[src/adder_cfg.svh]
`ifndef ADDER_CFG_SVH
`define ADDER_CFG_SVH

// Bus and operand widths
`define ADDER_DATA_WIDTH 32
`define ADDER_ADDR_WIDTH 8

// Register byte offsets
`define ADDER_OFS_A     0
`define ADDER_OFS_B     4
`define ADDER_OFS_SUM   8
`define ADDER_OFS_CARRY 12

`endif
[src/adder_pkg.sv]
`default_nettype none
`include "adder_cfg.svh"

package adder_pkg;

   typedef logic [`ADDER_DATA_WIDTH-1:0]   data_t;
   typedef logic [`ADDER_ADDR_WIDTH-1:0]   addr_t;
   typedef logic [`ADDER_DATA_WIDTH/8-1:0] strb_t;
   typedef logic [1:0]                     resp_t;

   localparam resp_t RESP_OKAY   = 2'b00;
   localparam resp_t RESP_SLVERR = 2'b10;

   // One FSM per bus direction
   typedef enum logic {WR_IDLE, WR_RESP} wr_state_t;
   typedef enum logic {RD_IDLE, RD_DATA} rd_state_t;

endpackage

`default_nettype wire

[src/adder_top.sv]
`timescale 1ns/1ns
`default_nettype none

module adder_top
(
   input  wire logic              s1_axi_aclk,
   input  wire logic              rst_n,

   input  wire adder_pkg::addr_t  awaddr,
   input  wire logic              awvalid,
   output logic                   awready,

   input  wire adder_pkg::data_t  wdata,
   input  wire adder_pkg::strb_t  wstrb,
   input  wire logic              wvalid,
   output logic                   wready,

   output adder_pkg::resp_t       bresp,
   output logic                   bvalid,
   input  wire logic              bready,

   input  wire adder_pkg::addr_t  araddr,
   input  wire logic              arvalid,
   output logic                   arready,

   output adder_pkg::data_t       rdata,
   output adder_pkg::resp_t       rresp,
   output logic                   rvalid,
   input  wire logic              rready
);

   logic             a_we;
   logic             b_we;
   adder_pkg::data_t wr_data;
   adder_pkg::strb_t wr_strb;
   adder_pkg::data_t operand_a;
   adder_pkg::data_t operand_b;
   adder_pkg::data_t sum;
   logic             carry;

   axil_slave u_axil_slave
   (
      .s1_axi_aclk (s1_axi_aclk),
      .rst_n       (rst_n),
      .awaddr      (awaddr),
      .awvalid     (awvalid),
      .awready     (awready),
      .wdata       (wdata),
      .wstrb       (wstrb),
      .wvalid      (wvalid),
      .wready      (wready),
      .bresp       (bresp),
      .bvalid      (bvalid),
      .bready      (bready),
      .araddr      (araddr),
      .arvalid     (arvalid),
      .arready     (arready),
      .rdata       (rdata),
      .rresp       (rresp),
      .rvalid      (rvalid),
      .rready      (rready),
      .a_we        (a_we),
      .b_we        (b_we),
      .wr_data     (wr_data),
      .wr_strb     (wr_strb),
      .operand_a   (operand_a),
      .operand_b   (operand_b),
      .sum         (sum),
      .carry       (carry)
   );

   adder_core u_adder_core
   (
      .s1_axi_aclk (s1_axi_aclk),
      .rst_n       (rst_n),
      .a_we        (a_we),
      .b_we        (b_we),
      .wr_data     (wr_data),
      .wr_strb     (wr_strb),
      .operand_a   (operand_a),
      .operand_b   (operand_b),
      .sum         (sum),
      .carry       (carry)
   );

endmodule

`default_nettype wire

[src/axil_slave.sv]
`timescale 1ns/1ns
`default_nettype none
`include "adder_cfg.svh"

module axil_slave
(
   input  wire logic              s1_axi_aclk,
   input  wire logic              rst_n,

   input  wire adder_pkg::addr_t  awaddr,
   input  wire logic              awvalid,
   output logic                   awready,

   input  wire adder_pkg::data_t  wdata,
   input  wire adder_pkg::strb_t  wstrb,
   input  wire logic              wvalid,
   output logic                   wready,

   output adder_pkg::resp_t       bresp,
   output logic                   bvalid,
   input  wire logic              bready,

   input  wire adder_pkg::addr_t  araddr,
   input  wire logic              arvalid,
   output logic                   arready,

   output adder_pkg::data_t       rdata,
   output adder_pkg::resp_t       rresp,
   output logic                   rvalid,
   input  wire logic              rready,

   output logic                   a_we,
   output logic                   b_we,
   output adder_pkg::data_t       wr_data,
   output adder_pkg::strb_t       wr_strb,

   input  wire adder_pkg::data_t  operand_a,
   input  wire adder_pkg::data_t  operand_b,
   input  wire adder_pkg::data_t  sum,
   input  wire logic              carry
);

   localparam adder_pkg::addr_t OFS_A     = adder_pkg::addr_t'(`ADDER_OFS_A);
   localparam adder_pkg::addr_t OFS_B     = adder_pkg::addr_t'(`ADDER_OFS_B);
   localparam adder_pkg::addr_t OFS_SUM   = adder_pkg::addr_t'(`ADDER_OFS_SUM);
   localparam adder_pkg::addr_t OFS_CARRY = adder_pkg::addr_t'(`ADDER_OFS_CARRY);

   adder_pkg::wr_state_t wr_state;
   adder_pkg::rd_state_t rd_state;

   logic             aw_xfer;
   logic             ar_xfer;
   logic             aw_is_a;
   logic             aw_is_b;
   adder_pkg::data_t rd_word;
   adder_pkg::resp_t rd_resp;

   // Ready is only ever raised in IDLE, so a transfer implies IDLE
   assign aw_xfer = awready && wready && awvalid && wvalid;
   assign ar_xfer = arready && arvalid;

   // Only the two operands are writable
   assign aw_is_a = (awaddr == OFS_A);
   assign aw_is_b = (awaddr == OFS_B);

   always_comb
   begin
      rd_resp = adder_pkg::RESP_OKAY;
      case (araddr)
         OFS_A:     rd_word = operand_a;
         OFS_B:     rd_word = operand_b;
         OFS_SUM:   rd_word = sum;
         OFS_CARRY: rd_word = {{(`ADDER_DATA_WIDTH-1){1'b0}}, carry};
         default:
         begin
            rd_word = '0;
            rd_resp = adder_pkg::RESP_SLVERR;
         end
      endcase
   end

   // Write direction FSM
   always_ff @(posedge s1_axi_aclk)
   begin
      if (!rst_n)
      begin
         wr_state <= adder_pkg::WR_IDLE;
         awready  <= 1'b0;
         wready   <= 1'b0;
         bvalid   <= 1'b0;
         a_we     <= 1'b0;
         b_we     <= 1'b0;
      end
      else
      begin
         a_we <= 1'b0;
         b_we <= 1'b0;
         case (wr_state)
            adder_pkg::WR_IDLE:
            begin
               if (aw_xfer)
               begin
                  awready  <= 1'b0;
                  wready   <= 1'b0;
                  a_we     <= aw_is_a;
                  b_we     <= aw_is_b;
                  wr_state <= adder_pkg::WR_RESP;
               end
               else if (awvalid && wvalid)
               begin
                  awready <= 1'b1;
                  wready  <= 1'b1;
               end
            end
            adder_pkg::WR_RESP:
            begin
               // bvalid comes up with the operand register update
               if (!bvalid)
                  bvalid <= 1'b1;
               else if (bready)
               begin
                  bvalid   <= 1'b0;
                  wr_state <= adder_pkg::WR_IDLE;
               end
            end
            default: wr_state <= adder_pkg::WR_IDLE;
         endcase
      end
   end

   always_ff @(posedge s1_axi_aclk)
   begin
      if (aw_xfer)
      begin
         wr_data <= wdata;
         wr_strb <= wstrb;
         bresp   <= (aw_is_a || aw_is_b) ? adder_pkg::RESP_OKAY : adder_pkg::RESP_SLVERR;
      end
   end

   // Read direction FSM
   always_ff @(posedge s1_axi_aclk)
   begin
      if (!rst_n)
      begin
         rd_state <= adder_pkg::RD_IDLE;
         arready  <= 1'b0;
         rvalid   <= 1'b0;
      end
      else
      begin
         case (rd_state)
            adder_pkg::RD_IDLE:
            begin
               if (ar_xfer)
               begin
                  arready  <= 1'b0;
                  rvalid   <= 1'b1;
                  rd_state <= adder_pkg::RD_DATA;
               end
               else if (arvalid)
                  arready <= 1'b1;
            end
            adder_pkg::RD_DATA:
            begin
               if (rready)
               begin
                  rvalid   <= 1'b0;
                  rd_state <= adder_pkg::RD_IDLE;
               end
            end
            default: rd_state <= adder_pkg::RD_IDLE;
         endcase
      end
   end

   always_ff @(posedge s1_axi_aclk)
   begin
      if (ar_xfer)
      begin
         rdata <= rd_word;
         rresp <= rd_resp;
      end
   end

endmodule

`default_nettype wire

[src/adder_core.sv]
`timescale 1ns/1ns
`default_nettype none
`include "adder_cfg.svh"

module adder_core
(
   input  wire logic             s1_axi_aclk,
   input  wire logic             rst_n,
   input  wire logic             a_we,
   input  wire logic             b_we,
   input  wire adder_pkg::data_t wr_data,
   input  wire adder_pkg::strb_t wr_strb,
   output adder_pkg::data_t      operand_a,
   output adder_pkg::data_t      operand_b,
   output adder_pkg::data_t      sum,
   output logic                  carry
);

   // Byte-wise merge of new data under strobe
   function automatic adder_pkg::data_t merge_bytes(input adder_pkg::data_t old_word,
                                                    input adder_pkg::data_t new_word,
                                                    input adder_pkg::strb_t strb);
      adder_pkg::data_t result;
      result = old_word;
      for (int i = 0; i < `ADDER_DATA_WIDTH/8; i++)
      begin
         if (strb[i])
            result[8*i +: 8] = new_word[8*i +: 8];
      end
      return result;
   endfunction

   always_ff @(posedge s1_axi_aclk)
   begin
      if (!rst_n)
      begin
         operand_a <= '0;
         operand_b <= '0;
      end
      else
      begin
         if (a_we)
            operand_a <= merge_bytes(operand_a, wr_data, wr_strb);
         if (b_we)
            operand_b <= merge_bytes(operand_b, wr_data, wr_strb);
      end
   end

   // Sum lags the operands by one cycle; carry is the extra top bit
   always_ff @(posedge s1_axi_aclk)
   begin
      if (!rst_n)
         {carry, sum} <= '0;
      else
         {carry, sum} <= {1'b0, operand_a} + {1'b0, operand_b};
   end

endmodule

`default_nettype wire

[config.mk]
export PLATFORM = sky130hd
export DESIGN_NAME = adder_top
export DESIGN_NICKNAME = d
export VERILOG_FILES = /design/src/adder_pkg.sv /design/src/adder_top.sv /design/src/axil_slave.sv /design/src/adder_core.sv
export VERILOG_INCLUDE_DIRS = /design/src
export SDC_FILE = /design/constraint.sdc
export NUM_CORES = 1
export LEC_CHECK = 0
export ABC_AREA = 1
export ABC_CLOCK_PERIOD_IN_PS = 2029
export CORE_MARGIN = 2
export CORE_UTILIZATION = 61
export DETAILED_ROUTE_END_ITERATION = 6
export DONT_BUFFER_PORTS = 1
export GPL_ROUTABILITY_DRIVEN = 0
export PLACE_DENSITY = 0.8
export SYNTH_ARGS = -nofsm -noshare
export SYNTH_HDL_FRONTEND = slang
export SYNTH_HIERARCHICAL = 1
export SYNTH_SLANG_ARGS = --single-unit
[constraint.sdc]
create_clock -name s1_axi_aclk -period 2.03 [get_ports s1_axi_aclk]
set_input_delay 0.609 -clock s1_axi_aclk [delete_from_list [all_inputs] [get_ports s1_axi_aclk]]
set_output_delay 0.609 -clock s1_axi_aclk [all_outputs]
set_load 0.02 [all_outputs]
; Yosys cells after proc, flatten, opt, wreduce, memory -nomap -nowiden
; Index checks and enable logic that the tools add are counted.
[totals]
ramBits = 0
out_inout_bits = 41
wordCells = 73
latchBits = 0
inputBits = 59
rom_bits = 0
mem_count = 0
ff_bits = 177
[classes]
bitwise = 4
div = 0
n_addsub = 1
n_reduce_logical = 22
n_eq_ne = 6
multipliers = 0
order_cmp = 0
n_shift = 0
n_mux = 17
[ops]
columns = operator, count
row1 = case mux 32 bit (4 select lines), 1
row2 = adder 32 x 32 -> 33 bit, 1
row3 = AND reduction 2 bit, 11
row4 = == test 8 x 3 -> 1 bit (second input constant), 2
row5 = == test 8 x 4 -> 1 bit (second input constant), 2
row6 = logical NOT 8 bit, 2
row7 = 2-to-1 mux 1 bit, 11
row8 = case mux 1 bit (2 select lines), 3
row9 = logical AND 1 bit, 4
row10 = 2-to-1 mux 2 bit, 2
row11 = inverter 1 bit, 4
row12 = nonzero test 2 bit, 2
row13 = OR reduction 4 bit, 1
row14 = OR reduction 3 bit, 1
row15 = != test 2 x 1 -> 1 bit (second input constant), 1
row16 = != test 2 bit (second input constant), 1
row17 = logical OR 1 bit, 1

; Logic depth before layout (Yosys ltp)
; Gate-level depths: netlist (run 1).
[depth]
ltp_word = 4
mapped_depth = 12
ltp_nobuf = 12

; Hierarchy
; The synthesis (run 1) kept the hierarchy.
[by_module_without_submodules]
columns = mod, cells_per_inst, area_per_inst_um2, n_inst
row1 = adder_core, 869, 5511.5, 1
row2 = axil_slave, 288, 3265.6, 1

; Worst setup path before layout (run 1)
; OpenSTA, ideal clock, no wires.
[synth_timing]
kind = in2reg
from = input port wvalid
to = register u_axil_slave.bresp[1] (enable)
path_stages = 2
n_path_buf = 0
setup_ns = 0.392
required_ns = 1.638
slack_ns = 0.184
arrival_ns = 1.454
cell_sequence = nand3_1 > inv_1
[synth_between]
elab_chain_cells = 1
[synth_rtl]
columns = item, line
row1 = start: declaration, adder_top.sv:15  ; input wire logic wvalid,
row2 = logical AND 1 bit, axil_slave.sv:59  ; assign aw_xfer = awready && wready && awvalid && wvalid;
row3 = named net u_axil_slave.aw_xfer, axil_slave.sv:51  ; logic aw_xfer;
row4 = end signal: assignment, axil_slave.sv:137  ; bresp <= (aw_is_a || aw_is_b) ? adder_pkg::RESP_OKAY : adder_pkg::RESP_SLVERR;
row5 = end: declaration, axil_slave.sv:19  ; output adder_pkg::resp_t bresp,
; The timed path passes the listed nets, and every way through them passes these cells.
; A chain may end at the register's enable or synchronous reset.

; Worst setup path in the final report (run 1)
[layout_timing]
from = register u_adder_core.operand_a[0]
to = register u_adder_core.sum[28]
[layout_between]
elab_chain_cells = 1
[layout_rtl]
columns = item, line
row1 = start: declaration, adder_core.sv:13  ; output adder_pkg::data_t operand_a,
row2 = start signal: assignment, adder_core.sv:43  ; operand_a <= merge_bytes(operand_a, wr_data, wr_strb);
row3 = adder 32 x 32 -> 33 bit, adder_core.sv:55  ; {carry, sum} <= {1'b0, operand_a} + {1'b0, operand_b};
row4 = end signal: assignment, adder_core.sv:55
row5 = end: declaration, adder_core.sv:15  ; output adder_pkg::data_t sum,
; Every way passes these cells.

==> results of run 1 <==
==> cells in the final DEF (no fill, tap or decap), drive strengths merged, types with 4 or more instances in the layout <==
| master | Yosys | layout |
|---|---|---|
| buf | 16 | 19 |
| nand4 | 4 | 4 |
| dfxtp | 105 | 105 |
| edfxtp | 70 | 70 |
| o21ai | 77 | 77 |
| nor2 | 213 | 213 |
| ha | 32 | 32 |
| clkinv | 1 | 9 |
| a21oi | 42 | 42 |
| inv | 136 | 138 |
| nor3 | 14 | 14 |
| clkbuf | 8 | 21 |
| nand2 | 318 | 318 |
| nand3 | 103 | 103 |
==> flip-flops by register name (all words and copies together), names as in the netlist, 4 cells and up <==
| name | cells |
|---|---|
| u_axil_slave/rdata | 32 |
| u_adder_core/sum | 32 |
| u_axil_slave/wr_strb | 4 |
| u_adder_core/operand_b | 32 |
| u_axil_slave/wr_data | 32 |
| u_adder_core/operand_a | 32 |
==> worst register-to-register path, delay by kind of cell, from the launching register on <==
family	cells	cell delay [ns]
simple gates	8	0.81
flops	1	0.33
fa+ha+maj	2	0.63
==> cell families after synthesis <==
family                     share of synthesized area
and+or+nand+nor                                0.321
adders and majority gates                     0.0479
DFF                                            0.479
xor gates and xnor gates                    0.000998
buffers and inverters                         0.0756
other                                       0.000427
AOI/OAI and AO/OA                             0.0754
==> per-stage QoR <==
step,setup TNS [ns],hold WS (ns),std cells,area (µm²),setup slack (ns)
3_5_place_dp,0,0.486,1333,9050,0.110
3_3_place_gp,0,0.478,1333,9050,0.177
2_1_floorplan,0,0.456,1158,8780,0.184
5_1_grt,-0.00310,0.253,1365,9630,-0.00310
6_report,0,0.267,1365,9630,0.161
4_1_cts,0,0.254,1365,9630,0.104
==> per-layer routing <==
metal,vias up,global-route usage
met5,-,0
met4,0,0.106
met3,54,0.0774
met2,420,0.423
met1,3376,0.444
li1,3743,-
==> final cells by class <==
cell class	count	area [µm²]	area share
clock buffer	21	472	0.0490
inverter	137	517	0.0536
multi-input combinational	822	3920	0.407
tap	180	225	0.0234
sequential	175	4200	0.436
clock inverter	11	106	0.0110
timing repair buffer	19	193	0.0200
==> how the worst min path moves through the flow <==
stage | start | to | slack [ns] | cells after the start
4_1_cts | wdata[21] | u_axil_slave/wr_data[21]$_DFFE_PP_ | 0.25 | 0
3_5_place_dp | u_axil_slave/rd_state$_SDFF_PN0_ | u_axil_slave/rd_state$_SDFF_PN0_ | 0.49 | 2
6_report | wdata[22] | u_axil_slave/wr_data[22]$_DFFE_PP_ | 0.27 | 0
5_1_grt | wdata[14] | u_axil_slave/wr_data[14]$_DFFE_PP_ | 0.25 | 0
2_1_floorplan | u_axil_slave/rd_state$_SDFF_PN0_ | u_axil_slave/rd_state$_SDFF_PN0_ | 0.46 | 2
3_3_place_gp | u_axil_slave/rd_state$_SDFF_PN0_ | u_axil_slave/rd_state$_SDFF_PN0_ | 0.48 | 2
==> power by group through the flow <==
stage	combinational [mW]	sequential (mW)	clock [mW]
finish	0.130	3.74	3.17
global route	0.149	3.74	3.36
CTS	0.131	3.74	3.22
detailed placement	0.131	3.81	0
global placement	0.129	3.81	0
floorplan	0.123	3.81	0
==> run_results.csv, run 1 <==
group,metric,value,unit
outcome,outcome,"complete, no violations",
cts,number_of_clock_sinks_seen_by_cts,175,
global_routing,global_route_wire_length_before_repair,34600,µm
worst_setup_path,cp_cell_sequence,"ha_1 -> fa_2 -> nand3_1 -> nand3_1 -> nand3_1 -> nand3_1 -> nand2_1 -> nand3_1 -> nand2_1 -> nor2_1",
worst_setup_path,cp.depth,10,
global_routing,grt_max_degree,99,
cells_and_area,total_inserted_antenna_cells,0,
yosys,ys_seq_elements,175,
cts,number_of_buffers_inserted_for_hold_repair_after_clock_tree_synthesis,0,
timing,slew_violations,0,
power,report.power.total,7.04,mW
floorplan,die_y,124,µm
cts,tritoncts_clock_tree,"yes",
cts,root_buffer,"sky130_fd_sc_hd__clkbuf_16",
floorplan,floorplan.die.width,124,µm
yosys,synth_async_sr_flop_share,0,
global_routing,number_of_global_route_vias_before_repair,6921,
cts,post_cts_resized,0,
timing,final_cycle_share,0.921,
yosys,post_synth_instance_area,8780,µm²
routing,first_pass_detailed_route_iteration_total,6,
routing,route.detailed.drc,0,
worst_setup_path,r2r.worst_path.cells,10,
yosys,synth.largest_area_cell,"sky130_fd_sc_hd__dfxtp_1",
timing,max_clock_freq,0.535,GHz
yosys,most_frequent_cell_after_synthesis,"sky130_fd_sc_hd__nand2_1",
min_path,hold_path_class,"input pin to register",
yosys,share_of_yosys_cell_area_claimed_by_the_top_area_cell_type,0.239,
worst_setup_path,timing.critical_path.required,2.36,ns
worst_setup_path,cp_common_cell,"sky130_fd_sc_hd__nand3_1",
cts,postCtsSetupBuffers,0,
worst_setup_path,crit-reg2reg-capture,"u_adder_core/sum[28]$_SDFF_PN0_",
cells_and_area,layout.nets,1264,
worst_setup_path,cp_top_family,"simple AND/OR/NAND/NOR gates",
routing,num_vias,7593,
routing,wire_per_inst,15.8,µm
global_routing,global_route.usage.total,0.300,
power,internal_power,5.54,mW
worst_setup_path,cp-startpoint,"u_adder_core/operand_a[0]$_SDFFE_PN0P_",
yosys,synthTopCellsByCount,"297 x sky130_fd_sc_hd__nand2_1, 204 x sky130_fd_sc_hd__nor2_1, 117 x sky130_fd_sc_hd__inv_1",
run,max_cap_violations,0,
routing,detailroute.wirelength.met2,8700,µm
cells_and_area,postLayoutCoreUtil,0.689,
cts,clk_transition_reported_paths,0.07,ns
power,clock_power_share,0.451,
routing,met3_layer_wire_length_in_the_routed_design,2550,µm
worst_setup_path,worst_path_max_delay_cell,"sky130_fd_sc_hd__fa_2",
timing,finalSetupViolations,0,
cts,cts_made_buffers,17,
worst_setup_path,critPathCapture,"u_adder_core/sum[28]$_SDFF_PN0_",
worst_setup_path,path_max_fanout,4,
worst_setup_path,worst_ep_arrival_time,2.20,ns
floorplan,placeableCoreArea,14000,µm²
yosys,ys_dominant_reg_cell,"sky130_fd_sc_hd__dfxtp_1",
worst_setup_path,worst_setup_path_start_kind,"register",
power,comb_power_share,0.018,
yosys,yosysSeqAreaShare,0.479,
power,power.share.switching,0.214,
cts,number_of_h_tree_branching_levels,4,
timing,finalHoldViolCount,0,
cells_and_area,layout.filler_cells,1142,
routing,wl_met1,9650,µm
placement,numPortBuffers,0,
global_routing,globalRouteOverflowTotal,0,
floorplan,dieArea,15400,µm²
global_routing,initial_antenna_violation_count,0,
yosys,yosys-top-cells-area,"sky130_fd_sc_hd__dfxtp_1 24%, sky130_fd_sc_hd__edfxtp_1 24%, sky130_fd_sc_hd__nand2_1 13%",
routing,drt_iter0_markers,746,
power,power-per-cell-area,731,nW/µm²
yosys,yosys_warnings,6,
floorplan,initial_core_util,0.627,
worst_setup_path,worst_path_largest_cell_delay,0.39,ns
power,leakagePower,4.42,nW
worst_setup_path,crit_type,"register to register",
yosys,syn-mean-instance-area,7.59,µm²
routing,routed_wl,21500,µm
worst_setup_path,worst-r2r-setup-slack,0.16,ns
yosys,synthCells,1157,
cts,clock_network_latency_to_the_later_pin_of_the_worst_skew_pair,0.44,ns
power,power.share.sequential,0.531,
power,vdd_ir_drop_max,686,µV
yosys,synth-edff-count,70,
worst_setup_path,critical_path.n_buffers_inverters,0,
timing,fin_skew,0.00851,ns
power,power.net_switching,1.51,mW
cts,cts_max_path_buffers,2,
floorplan,io_pins,100,
placement,place_hpwl,15600,µm
cells_and_area,syn2layout_area_growth,9.75,%
routing,route.top_layer_used,"met4",
yosys,synth_cell_types,38,
floorplan,rows,43,
worst_setup_path,timing.rr.start,"u_adder_core/operand_a[0]$_SDFFE_PN0P_",
routing,post_drt_via_cell_ratio,5.56,
cells_and_area,drive_above_1_share,0.0962,
worst_setup_path,critical_path.endpoint_type,"register",
timing,period_needed,1.87,ns
routing,drt.antenna.violating_nets,0,
No activity file was read; power rests on OpenSTA's default activity.
==> inputs of run 2 (changes only) <==
Settings changed: ABC_AREA 1 to not set.
==> run 2 against run 1 <==
The flow now finishes with violations (setup timing). Sequential share of layout area decreased by 3.3 points. Utilization increased by 7.5 points. Worst hold slack got worse by 0.018 ns. Critical endpoint unchanged. Via count decreased by 4.1%. Clock power decreased by 4%. Critical path depth increased by 1. Flip-flop and latch count unchanged. Sequential power about the same. Worst setup slack got worse by 0.65 ns. Critical path type unchanged. Maximum frequency decreased by 26%.
==> run_results.csv, run 2 <==
group,metric,value,unit
cells_and_area,finalNonFillerCells,1154,
yosys,synth.largest_area_cell,"sky130_fd_sc_hd__dfxtp_1",
placement,placed_cells,1109,
timing,max_clock_freq,0.396,GHz
routing,post_drt_via_cell_ratio,6.31,
yosys,combinational_family_with_the_most_area_after_synthesis,"simple AND/OR/NAND/NOR gates",
routing,num_vias,7278,
worst_setup_path,worst_ep_arrival_time,2.85,ns
cells_and_area,syn2layout_area_growth,23.3,%
timing,grt_setup_unrepaired,"true",
worst_setup_path,timing.critical_path.required,2.36,ns
placement,numPortBuffers,0,
worst_setup_path,worst_path_largest_cell_delay,0.41,ns
yosys,syn-mean-instance-area,9.97,µm²
yosys,yosys-top-cells-area,"sky130_fd_sc_hd__dfxtp_1 25%, sky130_fd_sc_hd__edfxtp_1 25%, sky130_fd_sc_hd__a21boi_0 5.8%",
timing,slew_headroom,0.602,
cells_and_area,layout.filler_cells,846,
floorplan,dieArea,14900,µm²
floorplan,initial_core_util,0.619,
timing,fin_skew,0.0111,ns
yosys,yosys_warnings,6,
routing,wl_met1,9640,µm
global_routing,global_route_wire_length_before_repair,33800,µm
worst_setup_path,crit_type,"register to register",
yosys,synth_mux_area_frac,0.0439,
worst_setup_path,cp_cell_sequence,"ha_4 -> fa_2 -> a21oi_4 -> o21ai_2 -> a21oi_4 -> buf_6 -> o211ai_1 -> a31oi_1 -> o21ai_1 -> xor2_1 -> and2_1",
floorplan,placeableCoreArea,13700,µm²
yosys,synthCells,852,
power,power-per-cell-area,663,nW/µm²
timing,fin_setup_tns,-6.55,ns
yosys,post_synth_instance_area,8490,µm²
run,max_cap_violations,0,
timing,slew_violations,0,
cts,number_of_clock_sinks_seen_by_cts,175,
floorplan,die_y,122,µm
placement,placedInstanceArea,9440,µm²
yosys,synth_compound_area_frac,0.169,
timing,finalSetupViolations,24,
routing,routed_wl,23400,µm
worst_setup_path,path_max_fanout,3,
yosys,synth-adder-area-share,0.0495,
global_routing,globalRouteOverflowTotal,0,
routing,route.detailed.drc,0,
yosys,synth_xor_area_frac,0.0217,
routing,drt_iter0_markers,837,
routing,first_pass_detailed_route_iteration_total,5,
cts,root_buffer,"sky130_fd_sc_hd__clkbuf_16",
cts,clock_network_latency_to_the_later_pin_of_the_worst_skew_pair,0.44,ns
placement,pre_cts_ws,-0.280,ns
worst_setup_path,critical_path.endpoint_type,"register",
cells_and_area,most-common-layout-cells,"129 x sky130_fd_sc_hd__nand2_1, 127 x sky130_fd_sc_hd__buf_4, 93 x sky130_fd_sc_hd__dfxtp_1, 73 x sky130_fd_sc_hd__nand3_1, 70 x sky130_fd_sc_hd__edfxtp_1",
routing,wire_per_inst,20.3,µm
routing,route.top_layer_used,"met4",
floorplan,rows,43,
timing,worstMarginPinSlew,0.596,ns
yosys,ys_seq_elements,175,
cts,cts_max_path_buffers,2,
cts,cts_made_buffers,17,
outcome,violations,"setup timing",
outcome,outcome,"complete, but fails checks",
yosys,synth_async_sr_flop_share,0,
routing,met3_layer_wire_length_in_the_routed_design,2620,µm
cells_and_area,postLayoutCoreUtil,0.763,
cells_and_area,drive_above_1_share,0.257,
global_routing,number_of_global_route_vias_before_repair,6703,
yosys,synthTopCellsByCount,"131 x sky130_fd_sc_hd__nand2_1, 105 x sky130_fd_sc_hd__dfxtp_1, 73 x sky130_fd_sc_hd__nand3_1",
routing,detailroute.wirelength.met2,10000,µm
floorplan,floorplan.die.width,122,µm
cells_and_area,total_inserted_antenna_cells,0,
worst_setup_path,worst_path_max_delay_cell,"sky130_fd_sc_hd__fa_2",
timing,final_cycle_share,1.24,
yosys,ys_dominant_reg_cell,"sky130_fd_sc_hd__dfxtp_1",
timing,period_needed,2.52,ns
power,vdd_ir_drop_max,542,µV
timing,finalHoldViolCount,0,
cts,clk_transition_reported_paths,0.07,ns
floorplan,io_pins,100,
global_routing,initial_antenna_violation_count,1,
cells_and_area,layout.nets,1054,
routing,drt.antenna.violating_nets,0,
global_routing,global_route.usage.total,0.292,
yosys,post_synth_and_or_nand_nor_area_fraction,0.187,
worst_setup_path,cp_common_cell,"sky130_fd_sc_hd__a21oi_4",
yosys,share_of_yosys_cell_area_claimed_by_the_top_area_cell_type,0.247,
timing,final_worst_slack,-0.493,ns
yosys,synth-edff-count,70,
min_path,hold_path_class,"input pin to register",
cells_and_area,fin_area,10500,µm²
cts,tritoncts_clock_tree,"yes",
cts,number_of_h_tree_branching_levels,4,
worst_setup_path,worst_setup_path_start_kind,"register",
placement,place_hpwl,14600,µm
yosys,yosysSeqAreaShare,0.495,
global_routing,grt_max_degree,110,
cells_and_area,layout_commonest_cell,"sky130_fd_sc_hd__nand2_1",
yosys,synth_cell_types,72,
power,leakagePower,4.12,nW
yosys,most_frequent_cell_after_synthesis,"sky130_fd_sc_hd__nand2_1",
run 2: cell types whose count changed in the layout (fill, tap and decap cells not counted), moves of 22 or more:
| cell | delta |
|---|---|
| sky130_fd_sc_hd__a21boi_0 | +66 |
| sky130_fd_sc_hd__and2_1 | +22 |
| sky130_fd_sc_hd__buf_4 | +112 |
| sky130_fd_sc_hd__inv_1 | -110 |
| sky130_fd_sc_hd__mux2i_1 | +35 |
| sky130_fd_sc_hd__nand2_1 | -168 |
| sky130_fd_sc_hd__nand3_1 | -24 |
| sky130_fd_sc_hd__nor2_1 | -189 |
| sky130_fd_sc_hd__o21ai_0 | -64 |
| sky130_fd_sc_hd__or2_1 | +30 |
run 2: per-stage QoR:
stage                     hold WS [ns]  total power, mW
after floorplan                  0.460             4.00
after detailed placement         0.491             3.98
after global routing             0.250             7.12
after CTS                        0.236             6.97
final                            0.249             6.94
after global placement           0.484             3.97
run 2: kinds of logic after synthesis:
kind of cell	Yosys count
XOR/XNOR	21
adder cells (fa/ha/maj)	33
AND/OR/NAND/NOR	322
other	1
buffers and inverters	57
multiplexers	36
AO/OA/AOI/OAI	207
flip-flops	175
run 2: power by group:
| group | switching (mW) | internal [mW] | leakage [nW] |
|---|---|---|---|
| Clock | 1.37 | 1.68 | 0.269 |
| Combinational | 0.0630 | 0.0582 | 2.35 |
| Sequential | 0.0675 | 3.71 | 1.50 |
run 2: timing repair:
item,4_1_cts,5_1_grt
buffers inserted,9,6
gates cloned,0,0
gates resized for setup,25,56
pin swaps,9,41
hold buffers,0,0
setup endpoints to repair,21,25
run 2: worst max-delay path, delay by kind of cell, from the launching register on:
| kind | cells | cell delay [ns] |
|---|---|---|
| flip-flops | 1 | 0.34 |
| XOR/XNOR | 1 | 0.16 |
| AO/OA/AOI/OAI | 6 | 1.04 |
| buffers and inverters | 1 | 0.13 |
| adder cells (fa/ha/maj) | 2 | 0.58 |
| AND/OR/NAND/NOR | 1 | 0.17 |
run 2: area by class of cell:
| cell class | count | area [µm²] | area share |
|---|---|---|---|
| Multi-Input combinational cell | 621 | 4350 | 0.415 |
| Sequential cell | 175 | 4220 | 0.403 |
| Timing Repair Buffer | 139 | 1100 | 0.105 |
| Clock buffer | 17 | 425 | 0.0406 |
| Tap cell | 180 | 225 | 0.0215 |
| Clock inverter | 14 | 119 | 0.0114 |
| Inverter | 8 | 30.0 | 0.00287 |
run 2: final timing paths:
kind / start / endpoint / slack (ns) / cells past startpoint
setup / recovery: u_adder_core/operand_b[0]$_SDFFE_PN0P_ / u_adder_core/sum[28]$_SDFF_PN0_ / -0.49 / 11
hold reg to reg: u_adder_core/operand_a[14]$_SDFFE_PN0P_ / u_adder_core/operand_a[14]$_SDFFE_PN0P_ / 0.51 / 2
setup reg to reg: u_adder_core/operand_b[0]$_SDFFE_PN0P_ / u_adder_core/sum[28]$_SDFF_PN0_ / -0.49 / 11
hold / removal: awaddr[2] / u_axil_slave/a_we$_SDFF_PP0_ / 0.25 / 1
run 2: layer usage:
metal	up-vias	global-route usage
li1	3243	-
met1	3390	0.408
met2	523	0.435
met3	122	0.0754
met4	0	0.116
met5	-	0
==> inputs of run 3 (changes only) <==
Settings changed: GPL_ROUTABILITY_DRIVEN 0 to not set, SYNTH_HIERARCHICAL 1 to not set.
==> run 3 against run 2 <==
The flow finishes with violations (DRC, setup timing). Final area grew 1.1%. Worst hold slack lost 0.0089 ns. Clock power grew 17%. Non-clock buffer count is the same. Die area shrank 2.4%. Flip-flop and latch count is the same. Register-to-register slack gained 0.21 ns. Critical path depth shrank 3. Clock skew shrank 0.00051 ns. Total power grew 7.7%. Worst setup slack gained 0.21 ns. Sequential power is essentially flat. Critical path type unchanged.
==> run_results.csv, run 3 <==
group,metric,value,unit
outcome,outcome,"complete, but fails checks",
outcome,violations,"DRC, setup timing",
cts,cts_max_path_buffers,2,
power,leakagePower,3.97,nW
cts,root_buffer,"sky130_fd_sc_hd__clkbuf_16",
routing,routed_wl,28200,µm
worst_setup_path,critical_path.endpoint_type,"register",
timing,period_needed,2.32,ns
floorplan,initial_core_util,0.625,
yosys,synth_async_sr_flop_share,0,
worst_setup_path,worst_ep_arrival_time,2.68,ns
yosys,synth.largest_area_cell,"sky130_fd_sc_hd__dfxtp_1",
worst_setup_path,worst_path_max_delay_cell,"sky130_fd_sc_hd__dfxtp_1",
cells_and_area,layout.nets,1085,
global_routing,globalRouteOverflowTotal,0,
timing,max_clock_freq,0.432,GHz
cts,number_of_buffers_inserted_for_hold_repair_after_clock_tree_synthesis,0,
yosys,synth_cell_types,65,
floorplan,die_y,121,µm
floorplan,io_pins,100,
power,report.power.total,7.47,mW
yosys,post_synth_instance_area,8280,µm²
worst_setup_path,worst_setup_path_start_kind,"register",
routing,drt_iter0_markers,1101,
worst_setup_path,critical_path.n_buffers_inverters,1,
placement,numPortBuffers,0,
run,max_cap_violations,0,
worst_setup_path,crit_type,"register to register",
cells_and_area,layout_commonest_cell,"sky130_fd_sc_hd__buf_4",
cts,cts_made_buffers,17,
timing,grt_setup_unrepaired,"true",
power,power-per-cell-area,706,nW/µm²
floorplan,floorplan.die.width,121,µm
yosys,synth-edff-count,70,
cts,number_of_clock_sinks_seen_by_cts,175,
yosys,ys_seq_elements,175,
min_path,hold_path_class,"input pin to register",
global_routing,global_route.usage.total,0.339,
placement,gp_congestion,1.02,
global_routing,global_route_wire_length_before_repair,37400,µm
global_routing,initial_antenna_violation_count,0,
worst_setup_path,path_max_fanout,5,
timing,fin_skew,0.0106,ns
cts,clock_network_latency_to_the_later_pin_of_the_worst_skew_pair,0.45,ns
cts,number_of_h_tree_branching_levels,4,
cells_and_area,most-common-layout-cells,"132 x sky130_fd_sc_hd__buf_4, 118 x sky130_fd_sc_hd__a21oi_1, 112 x sky130_fd_sc_hd__nand2_1, 91 x sky130_fd_sc_hd__nor2_1, 84 x sky130_fd_sc_hd__dfxtp_1",
floorplan,dieArea,14500,µm²
cells_and_area,regArea,4240,µm²
yosys,synthTopCellsByCount,"135 x sky130_fd_sc_hd__a21oi_1, 116 x sky130_fd_sc_hd__nand2_1, 105 x sky130_fd_sc_hd__dfxtp_1",
routing,first_pass_detailed_route_iteration_total,7,
timing,slew_headroom,0.443,
cts,tritoncts_clock_tree,"yes",
routing,num_vias,8036,
power,comb_power_share,0.018,
routing,wire_per_inst,23.8,µm
yosys,share_of_yosys_cell_area_claimed_by_the_top_area_cell_type,0.254,
power,power.share.switching,0.220,
power,vdd_ir_drop_max,608,µV
cts,clk_transition_reported_paths,0.07,ns
yosys,synthCells,890,
timing,final_worst_slack,-0.285,ns
yosys,yosysSeqAreaShare,0.508,
timing,final_cycle_share,1.14,
placement,place_hpwl,16500,µm
worst_setup_path,cp_top_family,"compound AO/OA/AOI/OAI gates",
cells_and_area,multi_input_comb_area,4370,µm²
timing,slew_violations,0,
routing,post_drt_via_cell_ratio,6.80,
timing,worstMarginPinSlew,0.832,ns
global_routing,grt_max_degree,47,
power,internal_power,5.83,mW
power,power.share.sequential,0.504,
yosys,yosys_warnings,0,
timing,finalHoldViolCount,0,
cells_and_area,drive_above_1_share,0.276,
cells_and_area,total_inserted_antenna_cells,0,
routing,route.detailed.drc,11,
power,clock_power_share,0.477,
timing,finalSetupViolations,24,
yosys,ys_dominant_reg_cell,"sky130_fd_sc_hd__dfxtp_1",
floorplan,rows,42,
global_routing,number_of_global_route_vias_before_repair,7073,
yosys,yosys-top-cells-area,"sky130_fd_sc_hd__dfxtp_1 25%, sky130_fd_sc_hd__edfxtp_1 25%, sky130_fd_sc_hd__a21oi_1 8.2%",
yosys,syn-mean-instance-area,9.31,µm²
worst_setup_path,cp_cell_sequence,"ha_4 -> buf_4 -> a21oi_1 -> o21ai_0 -> a31o_2 -> a31o_4 -> a21oi_2 -> mux2i_1",
power,power.net_switching,1.64,mW
worst_setup_path,timing.critical_path.required,2.40,ns
cells_and_area,layout.filler_cells,703,
cells_and_area,syn2layout_area_growth,27.8,%
routing,drt.antenna.violating_nets,0,
yosys,most_frequent_cell_after_synthesis,"sky130_fd_sc_hd__a21oi_1",
floorplan,placeableCoreArea,13200,µm²
placement,pre_cts_ws,-0.186,ns
worst_setup_path,worst_path_largest_cell_delay,0.48,ns
timing,timing.hold.ws,0.240,ns
-- run 3: changes by cell type after synthesis, moves of 6 or more --
cell	change
sky130_fd_sc_hd__mux2i_1	+6
sky130_fd_sc_hd__and2_1	-20
sky130_fd_sc_hd__nand2_1	-15
sky130_fd_sc_hd__nor2_1	+78
sky130_fd_sc_hd__a21o_1	-6
sky130_fd_sc_hd__a21boi_0	-64
sky130_fd_sc_hd__buf_1	+7
sky130_fd_sc_hd__nor3_1	+14
sky130_fd_sc_hd__or2_1	-30
sky130_fd_sc_hd__a21oi_1	+74
sky130_fd_sc_hd__clkbuf_1	+7
sky130_fd_sc_hd__nand4_1	+10
-- run 3: cell type report --
| cell class | count | share of cell area |
|---|---|---|
| clock buffer | 18 | 0.0405 |
| sequential | 175 | 0.401 |
| tap | 176 | 0.0208 |
| clock inverter | 14 | 0.0190 |
| multi-input combinational | 654 | 0.413 |
| timing repair buffer | 139 | 0.104 |
| inverter | 6 | 0.00213 |
-- run 3: worst reg2reg max path, cell delays in order, from the launching register on --
cell,delay [ns]
sky130_fd_sc_hd__dfxtp_1,0.48
sky130_fd_sc_hd__ha_4,0.25
sky130_fd_sc_hd__buf_4,0.16
sky130_fd_sc_hd__a21oi_1,0.21
sky130_fd_sc_hd__o21ai_0,0.16
sky130_fd_sc_hd__a31o_2,0.27
sky130_fd_sc_hd__a31o_4,0.25
sky130_fd_sc_hd__a21oi_2,0.20
sky130_fd_sc_hd__mux2i_1,0.26
-- run 3: cells by family (layout without fill, tap and decap cells) --
group	count (synthesis)	in the layout	share of synthesized area
AO/OA/AOI/OAI	207	207	0.148
XOR/XNOR	15	15	0.0159
adder cells (fa/ha/maj)	33	33	0.0508
buffers and inverters	62	177	0.0320
flip-flops	175	175	0.508
multiplexers	43	43	0.0536
other	1	2	0.000453
AND/OR/NAND/NOR	354	354	0.192
-- run 3: metal layers --
layer,wire [µm],up-vias,share of wire,track usage
met1,10600,3690,0.38,0.479
met3,3950,214,0.14,0.108
met4,1810,0,0.064,0.129
li1,-,3384,-,-
met2,11700,748,0.42,0.487
met5,0,-,0,0
-- run 3: power by group through the flow --
stage | Sequential [mW] | Combinational (mW) | Clock [mW]
final | 3.77 | 0.138 | 3.57
after global routing | 3.77 | 0.149 | 3.70
after CTS | 3.77 | 0.135 | 3.54
after detailed placement | 3.85 | 0.134 | 0
after global placement | 3.85 | 0.130 | 0
after floorplan | 3.84 | 0.132 | 0
-- run 3: repair_timing --
action	CTS	global route
buffers inserted	6	8
setup endpoints to repair	22	27
resized for setup	39	78
pin swaps	27	31
-- run 3: final timing paths --
path	cells after the start	startpoint	endpoint	slack (ns)
worst max-delay path	8	u_adder_core.operand_b[13]$_SDFFE_PN0P_	u_adder_core.sum[18]$_SDFF_PN0_	-0.29
worst min-delay path	1	awaddr[2]	u_axil_slave.a_we$_SDFF_PP0_	0.24
worst max register to register	8	u_adder_core.operand_b[13]$_SDFFE_PN0P_	u_adder_core.sum[18]$_SDFF_PN0_	-0.29
worst min register to register	2	u_adder_core.operand_b[30]$_SDFFE_PN0P_	u_adder_core.operand_b[30]$_SDFFE_PN0P_	0.53
-- run 3: metrics by stage --
step	TNS (ns)	utilization	cell area [µm²]	std cells
2_1_floorplan	-0.00909	-	8350	891
6_report	-3.29	0.799	10600	1182
4_1_cts	-0.264	0.767	10200	1174
3_3_place_gp	-0.364	0.702	9300	1136
5_1_grt	-3.60	0.799	10600	1182
3_5_place_dp	-1.77	0.702	9300	1136
